## src/design/core_cfg_pkg.sv

```systemverilog
package core_cfg_pkg;

   localparam int xlen         = 16;  // data width
   localparam int num_regs     = 8;   // architectural registers
   localparam int reg_addr_len = 3;
   localparam int rob_size     = 8;   // reorder buffer entries
   localparam int rob_tag_len  = 3;
   localparam int num_rs       = 4;   // reservation stations
   localparam int rs_idx_len   = $clog2(num_rs);
   localparam int mul_latency  = 3;   // execute cycles for a multiply
   localparam int lat_len      = $clog2(mul_latency + 1);

endpackage

```

## src/design/core_isa_pkg.sv

```systemverilog
package core_isa_pkg;

   typedef enum logic [2:0] {
      op_li  = 3'd0,  // load immediate
      op_add = 3'd1,
      op_sub = 3'd2,
      op_and = 3'd3,
      op_xor = 3'd4,
      op_mul = 3'd5
   } opcode_e;

   typedef enum logic [1:0] {
      rob_free = 2'd0,
      rob_wait = 2'd1,  // allocated, result not yet on the cdb
      rob_done = 2'd2
   } rob_state_e;

   // cycles spent in execute once both operands are present
   function automatic logic [core_cfg_pkg::lat_len-1:0] exec_latency(opcode_e op);
      if (op == op_mul) begin
         return core_cfg_pkg::lat_len'(core_cfg_pkg::mul_latency);
      end
      return core_cfg_pkg::lat_len'(1);
   endfunction

endpackage

```

## src/design/map_table.sv

```systemverilog
`timescale 1ns/10ps

module map_table (
   input  logic                                 clk,
   input  logic                                 reset,
   input  logic [core_cfg_pkg::reg_addr_len-1:0] src1,
   input  logic [core_cfg_pkg::reg_addr_len-1:0] src2,
   input  logic                                 rename_en,
   input  logic [core_cfg_pkg::reg_addr_len-1:0] rename_reg,
   input  logic [core_cfg_pkg::rob_tag_len-1:0]  rename_tag,
   input  logic                                 commit_valid,
   input  logic [core_cfg_pkg::rob_tag_len-1:0]  commit_tag,
   output logic                                 src1_pending,
   output logic [core_cfg_pkg::rob_tag_len-1:0]  src1_tag,
   output logic                                 src2_pending,
   output logic [core_cfg_pkg::rob_tag_len-1:0]  src2_tag
);
   import core_cfg_pkg::*;

   logic [num_regs-1:0]    pending;
   logic [rob_tag_len-1:0] tag [num_regs];

   always_ff @(posedge clk) begin
      if (reset) begin
         pending <= '0;
      end else begin
         // only the newest writer of a register may clear it
         for (int r = 0; r < num_regs; r++) begin
            if (commit_valid && pending[r] && tag[r] == commit_tag) begin
               pending[r] <= 1'b0;
            end
         end
         if (rename_en) begin
            pending[rename_reg] <= 1'b1;  // wins over a same-cycle clear
         end
      end
   end

   always_ff @(posedge clk) begin
      if (rename_en) begin
         tag[rename_reg] <= rename_tag;
      end
   end

   assign src1_pending = pending[src1];
   assign src1_tag     = tag[src1];
   assign src2_pending = pending[src2];
   assign src2_tag     = tag[src2];

endmodule

```

## src/design/dispatcher.sv

```systemverilog
`timescale 1ns/10ps

module dispatcher (
   input  logic                                 clk,
   input  logic                                 reset,
   input  logic                                 insn_valid,
   input  core_isa_pkg::opcode_e                insn_op,
   input  logic [core_cfg_pkg::reg_addr_len-1:0] insn_dest,
   input  logic [core_cfg_pkg::reg_addr_len-1:0] insn_src1,
   input  logic [core_cfg_pkg::reg_addr_len-1:0] insn_src2,
   input  logic [core_cfg_pkg::xlen-1:0]         insn_imm,
   output logic                                 insn_ready,
   output logic [core_cfg_pkg::reg_addr_len-1:0] src1,
   output logic [core_cfg_pkg::reg_addr_len-1:0] src2,
   output logic                                 rename_en,
   output logic [core_cfg_pkg::reg_addr_len-1:0] rename_reg,
   output logic [core_cfg_pkg::rob_tag_len-1:0]  rename_tag,
   input  logic                                 src1_pending,
   input  logic [core_cfg_pkg::rob_tag_len-1:0]  src1_tag,
   input  logic                                 src2_pending,
   input  logic [core_cfg_pkg::rob_tag_len-1:0]  src2_tag,
   input  logic [core_cfg_pkg::rob_tag_len-1:0]  alloc_tag,
   input  logic                                 rob_full,
   output logic                                 alloc,
   output logic [core_cfg_pkg::reg_addr_len-1:0] alloc_reg,
   input  logic                                 src1_rob_done,
   input  logic [core_cfg_pkg::xlen-1:0]         src1_rob_value,
   input  logic                                 src2_rob_done,
   input  logic [core_cfg_pkg::xlen-1:0]         src2_rob_value,
   input  logic [core_cfg_pkg::xlen-1:0]         reg_value1,
   input  logic [core_cfg_pkg::xlen-1:0]         reg_value2,
   input  logic [core_cfg_pkg::num_rs-1:0]       rs_busy,
   output logic [core_cfg_pkg::num_rs-1:0]       rs_load,
   output core_isa_pkg::opcode_e                entry_op,
   output logic [core_cfg_pkg::rob_tag_len-1:0]  entry_tag,
   output logic                                 entry_src1_ready,
   output logic [core_cfg_pkg::xlen-1:0]         entry_src1_value,
   output logic [core_cfg_pkg::rob_tag_len-1:0]  entry_src1_tag,
   output logic                                 entry_src2_ready,
   output logic [core_cfg_pkg::xlen-1:0]         entry_src2_value,
   output logic [core_cfg_pkg::rob_tag_len-1:0]  entry_src2_tag,
   input  logic                                 cdb_valid,
   input  logic [core_cfg_pkg::rob_tag_len-1:0]  cdb_tag,
   input  logic [core_cfg_pkg::xlen-1:0]         cdb_value
);
   import core_cfg_pkg::*;
   import core_isa_pkg::*;

   logic                    d_valid;  // dispatch register holds an instruction
   opcode_e                 d_op;
   logic [reg_addr_len-1:0] d_dest;
   logic [reg_addr_len-1:0] d_src1;
   logic [reg_addr_len-1:0] d_src2;
   logic [xlen-1:0]         d_imm;
   logic [num_rs-1:0]       free_oh;
   logic                    dispatch;

   // r0, then register file, then rob, then a cdb beat this cycle
   function automatic void pick_operand(
      input  logic [reg_addr_len-1:0] addr,
      input  logic                    pending,
      input  logic [rob_tag_len-1:0]  tag,
      input  logic                    rob_done,
      input  logic [xlen-1:0]         rob_value,
      input  logic [xlen-1:0]         reg_value,
      output logic                    rdy,
      output logic [xlen-1:0]         val
   );
      rdy = 1'b1;
      val = '0;
      if (addr != '0) begin
         if (!pending) begin
            val = reg_value;
         end else if (rob_done) begin
            val = rob_value;
         end else if (cdb_valid && cdb_tag == tag) begin
            val = cdb_value;
         end else begin
            rdy = 1'b0;  // station waits for the tag
         end
      end
   endfunction

   assign free_oh    = ~rs_busy & (rs_busy + 1'b1);  // lowest idle station
   assign dispatch   = d_valid && (|free_oh) && !rob_full;
   assign insn_ready = !d_valid || dispatch;

   always_ff @(posedge clk) begin
      if (reset) begin
         d_valid <= 1'b0;
      end else if (insn_valid && insn_ready) begin
         d_valid <= 1'b1;
      end else if (dispatch) begin
         d_valid <= 1'b0;
      end
   end

   always_ff @(posedge clk) begin
      if (insn_valid && insn_ready) begin
         d_op   <= insn_op;
         d_dest <= insn_dest;
         d_src1 <= insn_src1;
         d_src2 <= insn_src2;
         d_imm  <= insn_imm;
      end
   end

   assign src1       = d_src1;
   assign src2       = d_src2;
   assign rename_en  = dispatch && d_dest != '0;  // r0 keeps no mapping
   assign rename_reg = d_dest;
   assign rename_tag = alloc_tag;
   assign alloc      = dispatch;
   assign alloc_reg  = d_dest;
   assign rs_load    = dispatch ? free_oh : '0;

   assign entry_op       = d_op;
   assign entry_tag      = alloc_tag;
   assign entry_src1_tag = src1_tag;
   assign entry_src2_tag = src2_tag;

   always_comb begin
      pick_operand(d_src1, src1_pending, src1_tag, src1_rob_done, src1_rob_value,
                   reg_value1, entry_src1_ready, entry_src1_value);
      pick_operand(d_src2, src2_pending, src2_tag, src2_rob_done, src2_rob_value,
                   reg_value2, entry_src2_ready, entry_src2_value);
      if (d_op == op_li) begin
         entry_src1_ready = 1'b1;
         entry_src1_value = d_imm;  // immediate rides in src1
         entry_src2_ready = 1'b1;
         entry_src2_value = '0;
      end
   end

endmodule

```

## src/design/reservation_station.sv

```systemverilog
`timescale 1ns/10ps

module reservation_station (
   input  logic                                clk,
   input  logic                                reset,
   input  logic                                load,
   input  core_isa_pkg::opcode_e               entry_op,
   input  logic [core_cfg_pkg::rob_tag_len-1:0] entry_tag,
   input  logic                                entry_src1_ready,
   input  logic [core_cfg_pkg::xlen-1:0]        entry_src1_value,
   input  logic [core_cfg_pkg::rob_tag_len-1:0] entry_src1_tag,
   input  logic                                entry_src2_ready,
   input  logic [core_cfg_pkg::xlen-1:0]        entry_src2_value,
   input  logic [core_cfg_pkg::rob_tag_len-1:0] entry_src2_tag,
   input  logic                                cdb_valid,
   input  logic [core_cfg_pkg::rob_tag_len-1:0] cdb_tag,
   input  logic [core_cfg_pkg::xlen-1:0]        cdb_value,
   input  logic                                grant,
   output logic                                busy,
   output logic                                done_req,
   output logic [core_cfg_pkg::xlen-1:0]        result,
   output logic [core_cfg_pkg::rob_tag_len-1:0] result_tag
);
   import core_cfg_pkg::*;
   import core_isa_pkg::*;

   typedef enum logic [1:0] {st_idle, st_wait, st_exec, st_done} rs_state_e;

   rs_state_e              state;
   opcode_e                op;
   logic [rob_tag_len-1:0] dest_tag;
   logic [lat_len-1:0]     cnt;  // execute cycles left
   logic                   src1_ready;
   logic                   src2_ready;
   logic [xlen-1:0]        src1_value;
   logic [xlen-1:0]        src2_value;
   logic [rob_tag_len-1:0] src1_tag;
   logic [rob_tag_len-1:0] src2_tag;

   always_ff @(posedge clk) begin
      if (reset) begin
         state <= st_idle;
      end else begin
         case (state)
            st_idle: if (load) state <= st_wait;
            st_wait: if (src1_ready && src2_ready) state <= st_exec;
            st_exec: if (cnt == 1) state <= st_done;
            st_done: if (grant) state <= st_idle;  // leaves on the cdb beat
            default: state <= st_idle;
         endcase
      end
   end

   always_ff @(posedge clk) begin
      if (load) begin
         op         <= entry_op;
         dest_tag   <= entry_tag;
         src1_ready <= entry_src1_ready;
         src1_value <= entry_src1_value;
         src1_tag   <= entry_src1_tag;
         src2_ready <= entry_src2_ready;
         src2_value <= entry_src2_value;
         src2_tag   <= entry_src2_tag;
      end else if (state == st_wait) begin
         if (!src1_ready && cdb_valid && cdb_tag == src1_tag) begin
            src1_ready <= 1'b1;
            src1_value <= cdb_value;
         end
         if (!src2_ready && cdb_valid && cdb_tag == src2_tag) begin
            src2_ready <= 1'b1;
            src2_value <= cdb_value;
         end
         if (src1_ready && src2_ready) begin
            cnt <= exec_latency(op);
         end
      end else if (state == st_exec) begin
         cnt <= cnt - 1'b1;
      end
   end

   // operands are stable from exec onwards
   always_comb begin
      case (op)
         op_li:   result = src1_value;
         op_add:  result = src1_value + src2_value;
         op_sub:  result = src1_value - src2_value;
         op_and:  result = src1_value & src2_value;
         op_xor:  result = src1_value ^ src2_value;
         op_mul:  result = src1_value * src2_value;  // low half only
         default: result = '0;
      endcase
   end

   assign result_tag = dest_tag;
   assign busy       = state != st_idle;
   assign done_req   = state == st_done;

endmodule

```

## src/design/cdb_arbiter.sv

```systemverilog
`timescale 1ns/10ps

module cdb_arbiter (
   input  logic                                                          clk,
   input  logic                                                          reset,
   input  logic [core_cfg_pkg::num_rs-1:0]                               done_req,
   input  logic [core_cfg_pkg::num_rs-1:0][core_cfg_pkg::xlen-1:0]        result,
   input  logic [core_cfg_pkg::num_rs-1:0][core_cfg_pkg::rob_tag_len-1:0] result_tag,
   output logic [core_cfg_pkg::num_rs-1:0]                               grant,
   output logic                                                          cdb_valid,
   output logic [core_cfg_pkg::rob_tag_len-1:0]                           cdb_tag,
   output logic [core_cfg_pkg::xlen-1:0]                                  cdb_value
);
   import core_cfg_pkg::*;

   logic [rs_idx_len-1:0] last;  // most recently granted station
   logic [rs_idx_len-1:0] sel;

   // scan from the farthest so the station right after last wins
   always_comb begin
      logic [rs_idx_len-1:0] idx;
      grant = '0;
      sel   = last;
      for (int i = num_rs; i >= 1; i--) begin
         idx = last + rs_idx_len'(i);
         if (done_req[idx]) begin
            grant      = '0;
            grant[idx] = 1'b1;
            sel        = idx;
         end
      end
   end

   assign cdb_valid = |done_req;
   assign cdb_tag   = result_tag[sel];
   assign cdb_value = result[sel];

   always_ff @(posedge clk) begin
      if (reset) begin
         last <= rs_idx_len'(num_rs - 1);  // station 0 first
      end else if (cdb_valid) begin
         last <= sel;
      end
   end

endmodule

```

## src/design/reorder_buffer.sv

```systemverilog
`timescale 1ns/10ps

module reorder_buffer (
   input  logic                                 clk,
   input  logic                                 reset,
   input  logic                                 alloc,
   input  logic [core_cfg_pkg::reg_addr_len-1:0] alloc_reg,
   output logic [core_cfg_pkg::rob_tag_len-1:0]  alloc_tag,
   output logic                                 rob_full,
   input  logic [core_cfg_pkg::rob_tag_len-1:0]  src1_tag,
   input  logic [core_cfg_pkg::rob_tag_len-1:0]  src2_tag,
   output logic                                 src1_rob_done,
   output logic [core_cfg_pkg::xlen-1:0]         src1_rob_value,
   output logic                                 src2_rob_done,
   output logic [core_cfg_pkg::xlen-1:0]         src2_rob_value,
   input  logic [core_cfg_pkg::reg_addr_len-1:0] src1,
   input  logic [core_cfg_pkg::reg_addr_len-1:0] src2,
   output logic [core_cfg_pkg::xlen-1:0]         reg_value1,
   output logic [core_cfg_pkg::xlen-1:0]         reg_value2,
   input  logic                                 cdb_valid,
   input  logic [core_cfg_pkg::rob_tag_len-1:0]  cdb_tag,
   input  logic [core_cfg_pkg::xlen-1:0]         cdb_value,
   output logic                                 commit_valid,
   output logic [core_cfg_pkg::reg_addr_len-1:0] commit_reg,
   output logic [core_cfg_pkg::xlen-1:0]         commit_value,
   output logic [core_cfg_pkg::rob_tag_len-1:0]  commit_tag
);
   import core_cfg_pkg::*;
   import core_isa_pkg::*;

   rob_state_e              state [rob_size];
   logic [reg_addr_len-1:0] dest  [rob_size];
   logic [xlen-1:0]         value [rob_size];
   logic [xlen-1:0]         regs  [num_regs];  // architectural register file
   logic [rob_tag_len-1:0]  head;
   logic [rob_tag_len-1:0]  tail;
   logic [rob_tag_len:0]    count;

   assign alloc_tag = tail;
   assign rob_full  = count == rob_size;

   // head retires on the edge closing this cycle
   assign commit_valid = state[head] == rob_done;
   assign commit_reg   = dest[head];
   assign commit_value = value[head];
   assign commit_tag   = head;

   assign src1_rob_done  = state[src1_tag] == rob_done;
   assign src1_rob_value = value[src1_tag];
   assign src2_rob_done  = state[src2_tag] == rob_done;
   assign src2_rob_value = value[src2_tag];

   assign reg_value1 = (src1 == '0) ? '0 : regs[src1];
   assign reg_value2 = (src2 == '0) ? '0 : regs[src2];

   always_ff @(posedge clk) begin
      if (reset) begin
         head  <= '0;
         tail  <= '0;
         count <= '0;
         for (int i = 0; i < rob_size; i++) begin
            state[i] <= rob_free;
         end
      end else begin
         if (alloc) begin
            state[tail] <= rob_wait;
            tail        <= tail + 1'b1;  // wraps at rob_size
         end
         if (cdb_valid) begin
            state[cdb_tag] <= rob_done;
         end
         if (commit_valid) begin
            state[head] <= rob_free;
            head        <= head + 1'b1;
         end
         count <= count + alloc - commit_valid;
      end
   end

   always_ff @(posedge clk) begin
      if (alloc) begin
         dest[tail] <= alloc_reg;
      end
      if (cdb_valid) begin
         value[cdb_tag] <= cdb_value;
      end
   end

   always_ff @(posedge clk) begin
      if (reset) begin
         for (int r = 0; r < num_regs; r++) begin
            regs[r] <= '0;
         end
      end else if (commit_valid && commit_reg != '0) begin
         regs[commit_reg] <= commit_value;
      end
   end

endmodule

```

## src/design/ooo_core.sv

```systemverilog
`timescale 1ns/10ps

module ooo_core (
   input  logic                                 clk,
   input  logic                                 reset,
   input  logic                                 insn_valid,
   input  core_isa_pkg::opcode_e                insn_op,
   input  logic [core_cfg_pkg::reg_addr_len-1:0] insn_dest,
   input  logic [core_cfg_pkg::reg_addr_len-1:0] insn_src1,
   input  logic [core_cfg_pkg::reg_addr_len-1:0] insn_src2,
   input  logic [core_cfg_pkg::xlen-1:0]         insn_imm,
   output logic                                 insn_ready,
   output logic                                 commit_valid,
   output logic [core_cfg_pkg::reg_addr_len-1:0] commit_reg,
   output logic [core_cfg_pkg::xlen-1:0]         commit_value
);
   import core_cfg_pkg::*;
   import core_isa_pkg::*;

   // rename and operand lookup
   logic [reg_addr_len-1:0] src1;
   logic [reg_addr_len-1:0] src2;
   logic                    rename_en;
   logic [reg_addr_len-1:0] rename_reg;
   logic [rob_tag_len-1:0]  rename_tag;
   logic                    src1_pending;
   logic [rob_tag_len-1:0]  src1_tag;
   logic                    src2_pending;
   logic [rob_tag_len-1:0]  src2_tag;
   logic                    src1_rob_done;
   logic [xlen-1:0]         src1_rob_value;
   logic                    src2_rob_done;
   logic [xlen-1:0]         src2_rob_value;
   logic [xlen-1:0]         reg_value1;
   logic [xlen-1:0]         reg_value2;

   // rob allocation and retirement
   logic [rob_tag_len-1:0]  alloc_tag;
   logic                    rob_full;
   logic                    alloc;
   logic [reg_addr_len-1:0] alloc_reg;
   logic [rob_tag_len-1:0]  commit_tag;

   // shared station entry bus
   logic [num_rs-1:0]       rs_busy;
   logic [num_rs-1:0]       rs_load;
   opcode_e                 entry_op;
   logic [rob_tag_len-1:0]  entry_tag;
   logic                    entry_src1_ready;
   logic [xlen-1:0]         entry_src1_value;
   logic [rob_tag_len-1:0]  entry_src1_tag;
   logic                    entry_src2_ready;
   logic [xlen-1:0]         entry_src2_value;
   logic [rob_tag_len-1:0]  entry_src2_tag;

   // completion and common data bus
   logic [num_rs-1:0]                  done_req;
   logic [num_rs-1:0][xlen-1:0]        result;
   logic [num_rs-1:0][rob_tag_len-1:0] result_tag;
   logic [num_rs-1:0]                  grant;
   logic                               cdb_valid;
   logic [rob_tag_len-1:0]             cdb_tag;
   logic [xlen-1:0]                    cdb_value;

   map_table u_map_table (.*);

   dispatcher u_dispatcher (.*);

   reorder_buffer u_rob (.*);

   cdb_arbiter u_arbiter (.*);

   for (genvar i = 0; i < num_rs; i++) begin : g_rs
      reservation_station u_rs (
         .*,
         .load       (rs_load[i]),
         .grant      (grant[i]),
         .busy       (rs_busy[i]),
         .done_req   (done_req[i]),
         .result     (result[i]),
         .result_tag (result_tag[i])
      );
   end

endmodule

```

## config.mk

```make
export PLATFORM = sky130hd
export DESIGN_NAME = ooo_core
export DESIGN_NICKNAME = d
export VERILOG_FILES = /design/src/design/core_cfg_pkg.sv /design/src/design/core_isa_pkg.sv /design/src/design/map_table.sv /design/src/design/dispatcher.sv /design/src/design/reservation_station.sv /design/src/design/cdb_arbiter.sv /design/src/design/reorder_buffer.sv /design/src/design/ooo_core.sv
export SDC_FILE = /design/constraint.sdc
export NUM_CORES = 2
export LEC_CHECK = 0
export ABC_AREA = 1
export BUFFER_PORTS_ARGS = -buffer_cell sky130_fd_sc_hd__buf_2
export CAP_MARGIN = 10
export CORE_MARGIN = 2
export CORE_UTILIZATION = 30
export DETAILED_ROUTE_END_ITERATION = 10
export MAX_ROUTING_LAYER = met4
export PLACE_DENSITY = 0.49
export SLEW_MARGIN = 0
export SYNTH_ARGS = -nofsm -noshare
export SYNTH_HDL_FRONTEND = slang
export SYNTH_HIERARCHICAL = 1
export SYNTH_SLANG_ARGS = --single-unit
```

## constraint.sdc

```tcl
create_clock -name clk -period 14 [get_ports clk]
set_input_delay 0 -clock clk [delete_from_list [all_inputs] [get_ports clk]]
set_output_delay 0 -clock clk [all_outputs]
set_load 0.03 [all_outputs]
```

==> flow_metrics.py <==
metrics = {
    "worst_setup_path": {
        "rr_worst_depth": 30,
        "endpoint": "g_rs[1].u_rs/src1_value[14]",
        "cp_common_cell": "nand2_1",
        "cpPeakStageDelay_ns": 0.93,
        "reg2reg_from": "g_rs[0].u_rs/src2_value[1]",
        "rrSetupSlack_ns": 6.40,
        "crit_start": "g_rs[0].u_rs/src2_value[1]",
        "worst-setup-path-type": "reg -> reg",
        "timing.rr.end": "g_rs[1].u_rs/src1_value[14]",
        "required_ns": 14.39,
        "cp.arrival_ns": 7.99,
        "cp-end-kind": "flop",
        "critical_path.startpoint_type": "flop",
        "cp_max_fo": 18,
        "cpMaxStageDelayCell": "edfxtp_1",
    },
    "detailed_routing": {
        "wire_per_inst_um": 20.0,
        "drtIter0Drc": 4749,
        "first_pass_iters": 6,
        "route.detailed.drc": 0,
        "viasPerCell": 4.98,
        "wl_um": 201000,
        "vias": 50100,
        "antenna_left": 0,
    },
    "status": {
        "status": "finished, final reports clean",
    },
    "clock_network": {
        "htree_levels": 3,
        "clk_path_buf_depth": 3,
        "ctsResizeCount": 0,
        "cts_tree": "built",
        "clock-root-buffer": "clkbuf_16",
        "clk_pin_slew_ns": 0.06,
        "cts.sinks": 572,
        "clk_latency_ns": 0.67,
        "cts_buffers": 73,
    },
    "synthesis": {
        "synthArstFlopShare_pct": 0,
        "synth_warnings": 6,
        "synthCells": 7606,
        "yosys-top-cells-area": "edfxtp_1 28%, nand2_1 13%, fa_1 12%, inv_1 9.5%, ha_1 8.0%",
        "netlist.area_leader.share_pct": 28.0,
        "ys.flop_type": "edfxtp_1",
        "avgSynthCellArea_um2": 7.40,
        "yosysTopAreaCell": "edfxtp_1",
        "ys_ff_latch": 572,
        "synth_edf_count": 524,
        "yosysSeqAreaShare_pct": 29.7,
        "syn_area_um2": 56300,
        "ys_types": 70,
    },
    "floorplanning": {
        "initial_utilization_pct": 30.3,
        "ios": 52,
        "die-area_um2": 191000,
        "core_area_um2": 186000,
        "die_h_um": 437,
        "die_w_um": 437,
        "fp-row-count": 158,
    },
    "placed_design": {
        "place.gp.congestion": 0.917,
        "io_buffers": 51,
        "dp_hpwl_um": 144000,
    },
    "timing": {
        "max_clock_freq_ghz": 0.132,
        "period_share_pct": 54.3,
        "slew_viol_final": 0,
        "final-setup-viol-count": 0,
        "grt_setup_unrepaired": "no",
        "relSlewSlack_pct": 12.3,
        "hold_violations": 0,
        "skew_ns": 0.0440,
        "holdWs_ns": 0.0508,
        "max_slew.worst_pin.slew_ns": 1.32,
        "setup_tns_ns": 0,
        "post-route-min-period_ns": 7.60,
    },
    "grt": {
        "grt_usage_pct": 21.2,
        "overflow": 0,
        "grt_start_max_net_pins": 86,
        "grt_pass1_vias": 48200,
        "grt_antenna_before_repair": 3,
        "grt_pass1_wl_um": 303000,
    },
    "run": {
        "maxCapViolations": 0,
    },
    "final_layout": {
        "reg.largest.list": "u_rob/regs (128), u_rob/value (128)",
        "layout_commonest_cell": "nand2_1",
        "final_cell_mix": "1915 x nand2_1, 1426 x inv_1, 565 x nor2_1, 562 x o21ai_0, 524 x edfxtp_1",
        "synthToLayoutAreaGrowth_pct": 9.13,
        "drive_gt1_share_pct": 6.66,
        "fin_nets": 8237,
    },
    "worst_hold_path": {
        "hold_class": "in -> reg",
    },
}
-- worst min path at each step --
stage	from	cells past startpoint	to	slack (ns)
floorplan	reset	1	u_dispatcher/d_valid	0.07
global placement	insn_dest[1]	1	u_dispatcher/alloc_reg[1]	0.18
detailed placement	insn_dest[0]	1	u_dispatcher/alloc_reg[0]	0.18
CTS	insn_imm[7]	2	u_dispatcher/d_imm[7]	0.01
global route	insn_imm[7]	2	u_dispatcher/d_imm[7]	0.04
finish	reset	3	u_rob/count[0]	0.05
-- area by class of cell --
cell class | instances | area (µm²)
fillers | 20000 | 124000
repair buffers | 186 | 1340
clock buffers | 102 | 2010
well taps | 2480 | 3100
inverters | 1496 | 5620
diodes | 2 | 5.00
flip-flops and latches | 572 | 16700
multi-input cells | 5192 | 32300
clock inverters | 32 | 333
-- synth_stat cells (all sizes together) (2+ instances only) --
cell type / n
a31oi: 48
o21a: 2
a221oi: 16
nor3: 86
edfxtp: 524
a22o: 40
o221ai: 6
o21ai: 623
o31ai: 8
o311ai: 3
a211oi: 10
nand2: 1962
clkinv: 14
fa: 325
o2111ai: 4
nand3b: 15
nand4: 17
buf: 179
xnor2: 25
or2: 23
nand3: 411
ha: 360
a22oi: 8
o211ai: 65
inv: 1482
a21o: 6
a21oi: 387
nor2: 607
nor4: 10
o22ai: 4
and2: 2
a21boi: 10
xor2: 63
o41ai: 8
dfxtp: 48
clkbuf: 182
o21bai: 12
a32oi: 4
a211o: 4
-- cells by family (layout without fill, tap and decap cells) --
group	count (synthesis)	count (layout)	synth area share [%]
xor gates and xnor gates	88	88	1.38
adders and majority gates	685	685	19.6
and+or+nand+nor	3135	3135	23.4
buffers and inverters	1857	1816	13.3
AOI/OAI and AO/OA	1268	1268	12.7
other	1	18	0.00666
DFF	572	572	29.7
-- metal layers --
layer  track usage (%)  routed length [µm]  vias up
li1                  -                   -    23900
met1              27.8               88500    24200
met2              34.4               94100     1730
met3              2.42               12400      321
met4              6.17                6440        0
met5                 -                   0        -
-- repair_timing --
item,CTS,global route
hold buffers,29,0
setup buffers,0,0
setup endpoints to repair,0,0
endpoints found under the hold margin,29,0
-- metrics by stage --
step | worst slack, ns | instance area (µm²) | instances | utilization (%)
floorplan | 7.74 | 56300 | 7621 | -
global placement | 6.55 | 58800 | 9896 | 31.6
detailed placement | 6.49 | 58800 | 9896 | 31.6
CTS | 6.46 | 61400 | 10100 | 33.0
global route | 6.02 | 61400 | 10100 | 33.1
finish | 6.40 | 61400 | 10100 | 33.1
-- critical path, delay by kind of cell, from the launching register on --
kind	cells	cell delay [ns]
adder cells (fa/ha/maj)	7	3.46
flip-flops	1	0.93
buffers and inverters	6	0.51
AO/OA/AOI/OAI	2	0.24
AND/OR/NAND/NOR	15	2.21
Power is not shown: default switching activity piles up to over one toggle a cycle in this logic, so the estimate is an artifact.
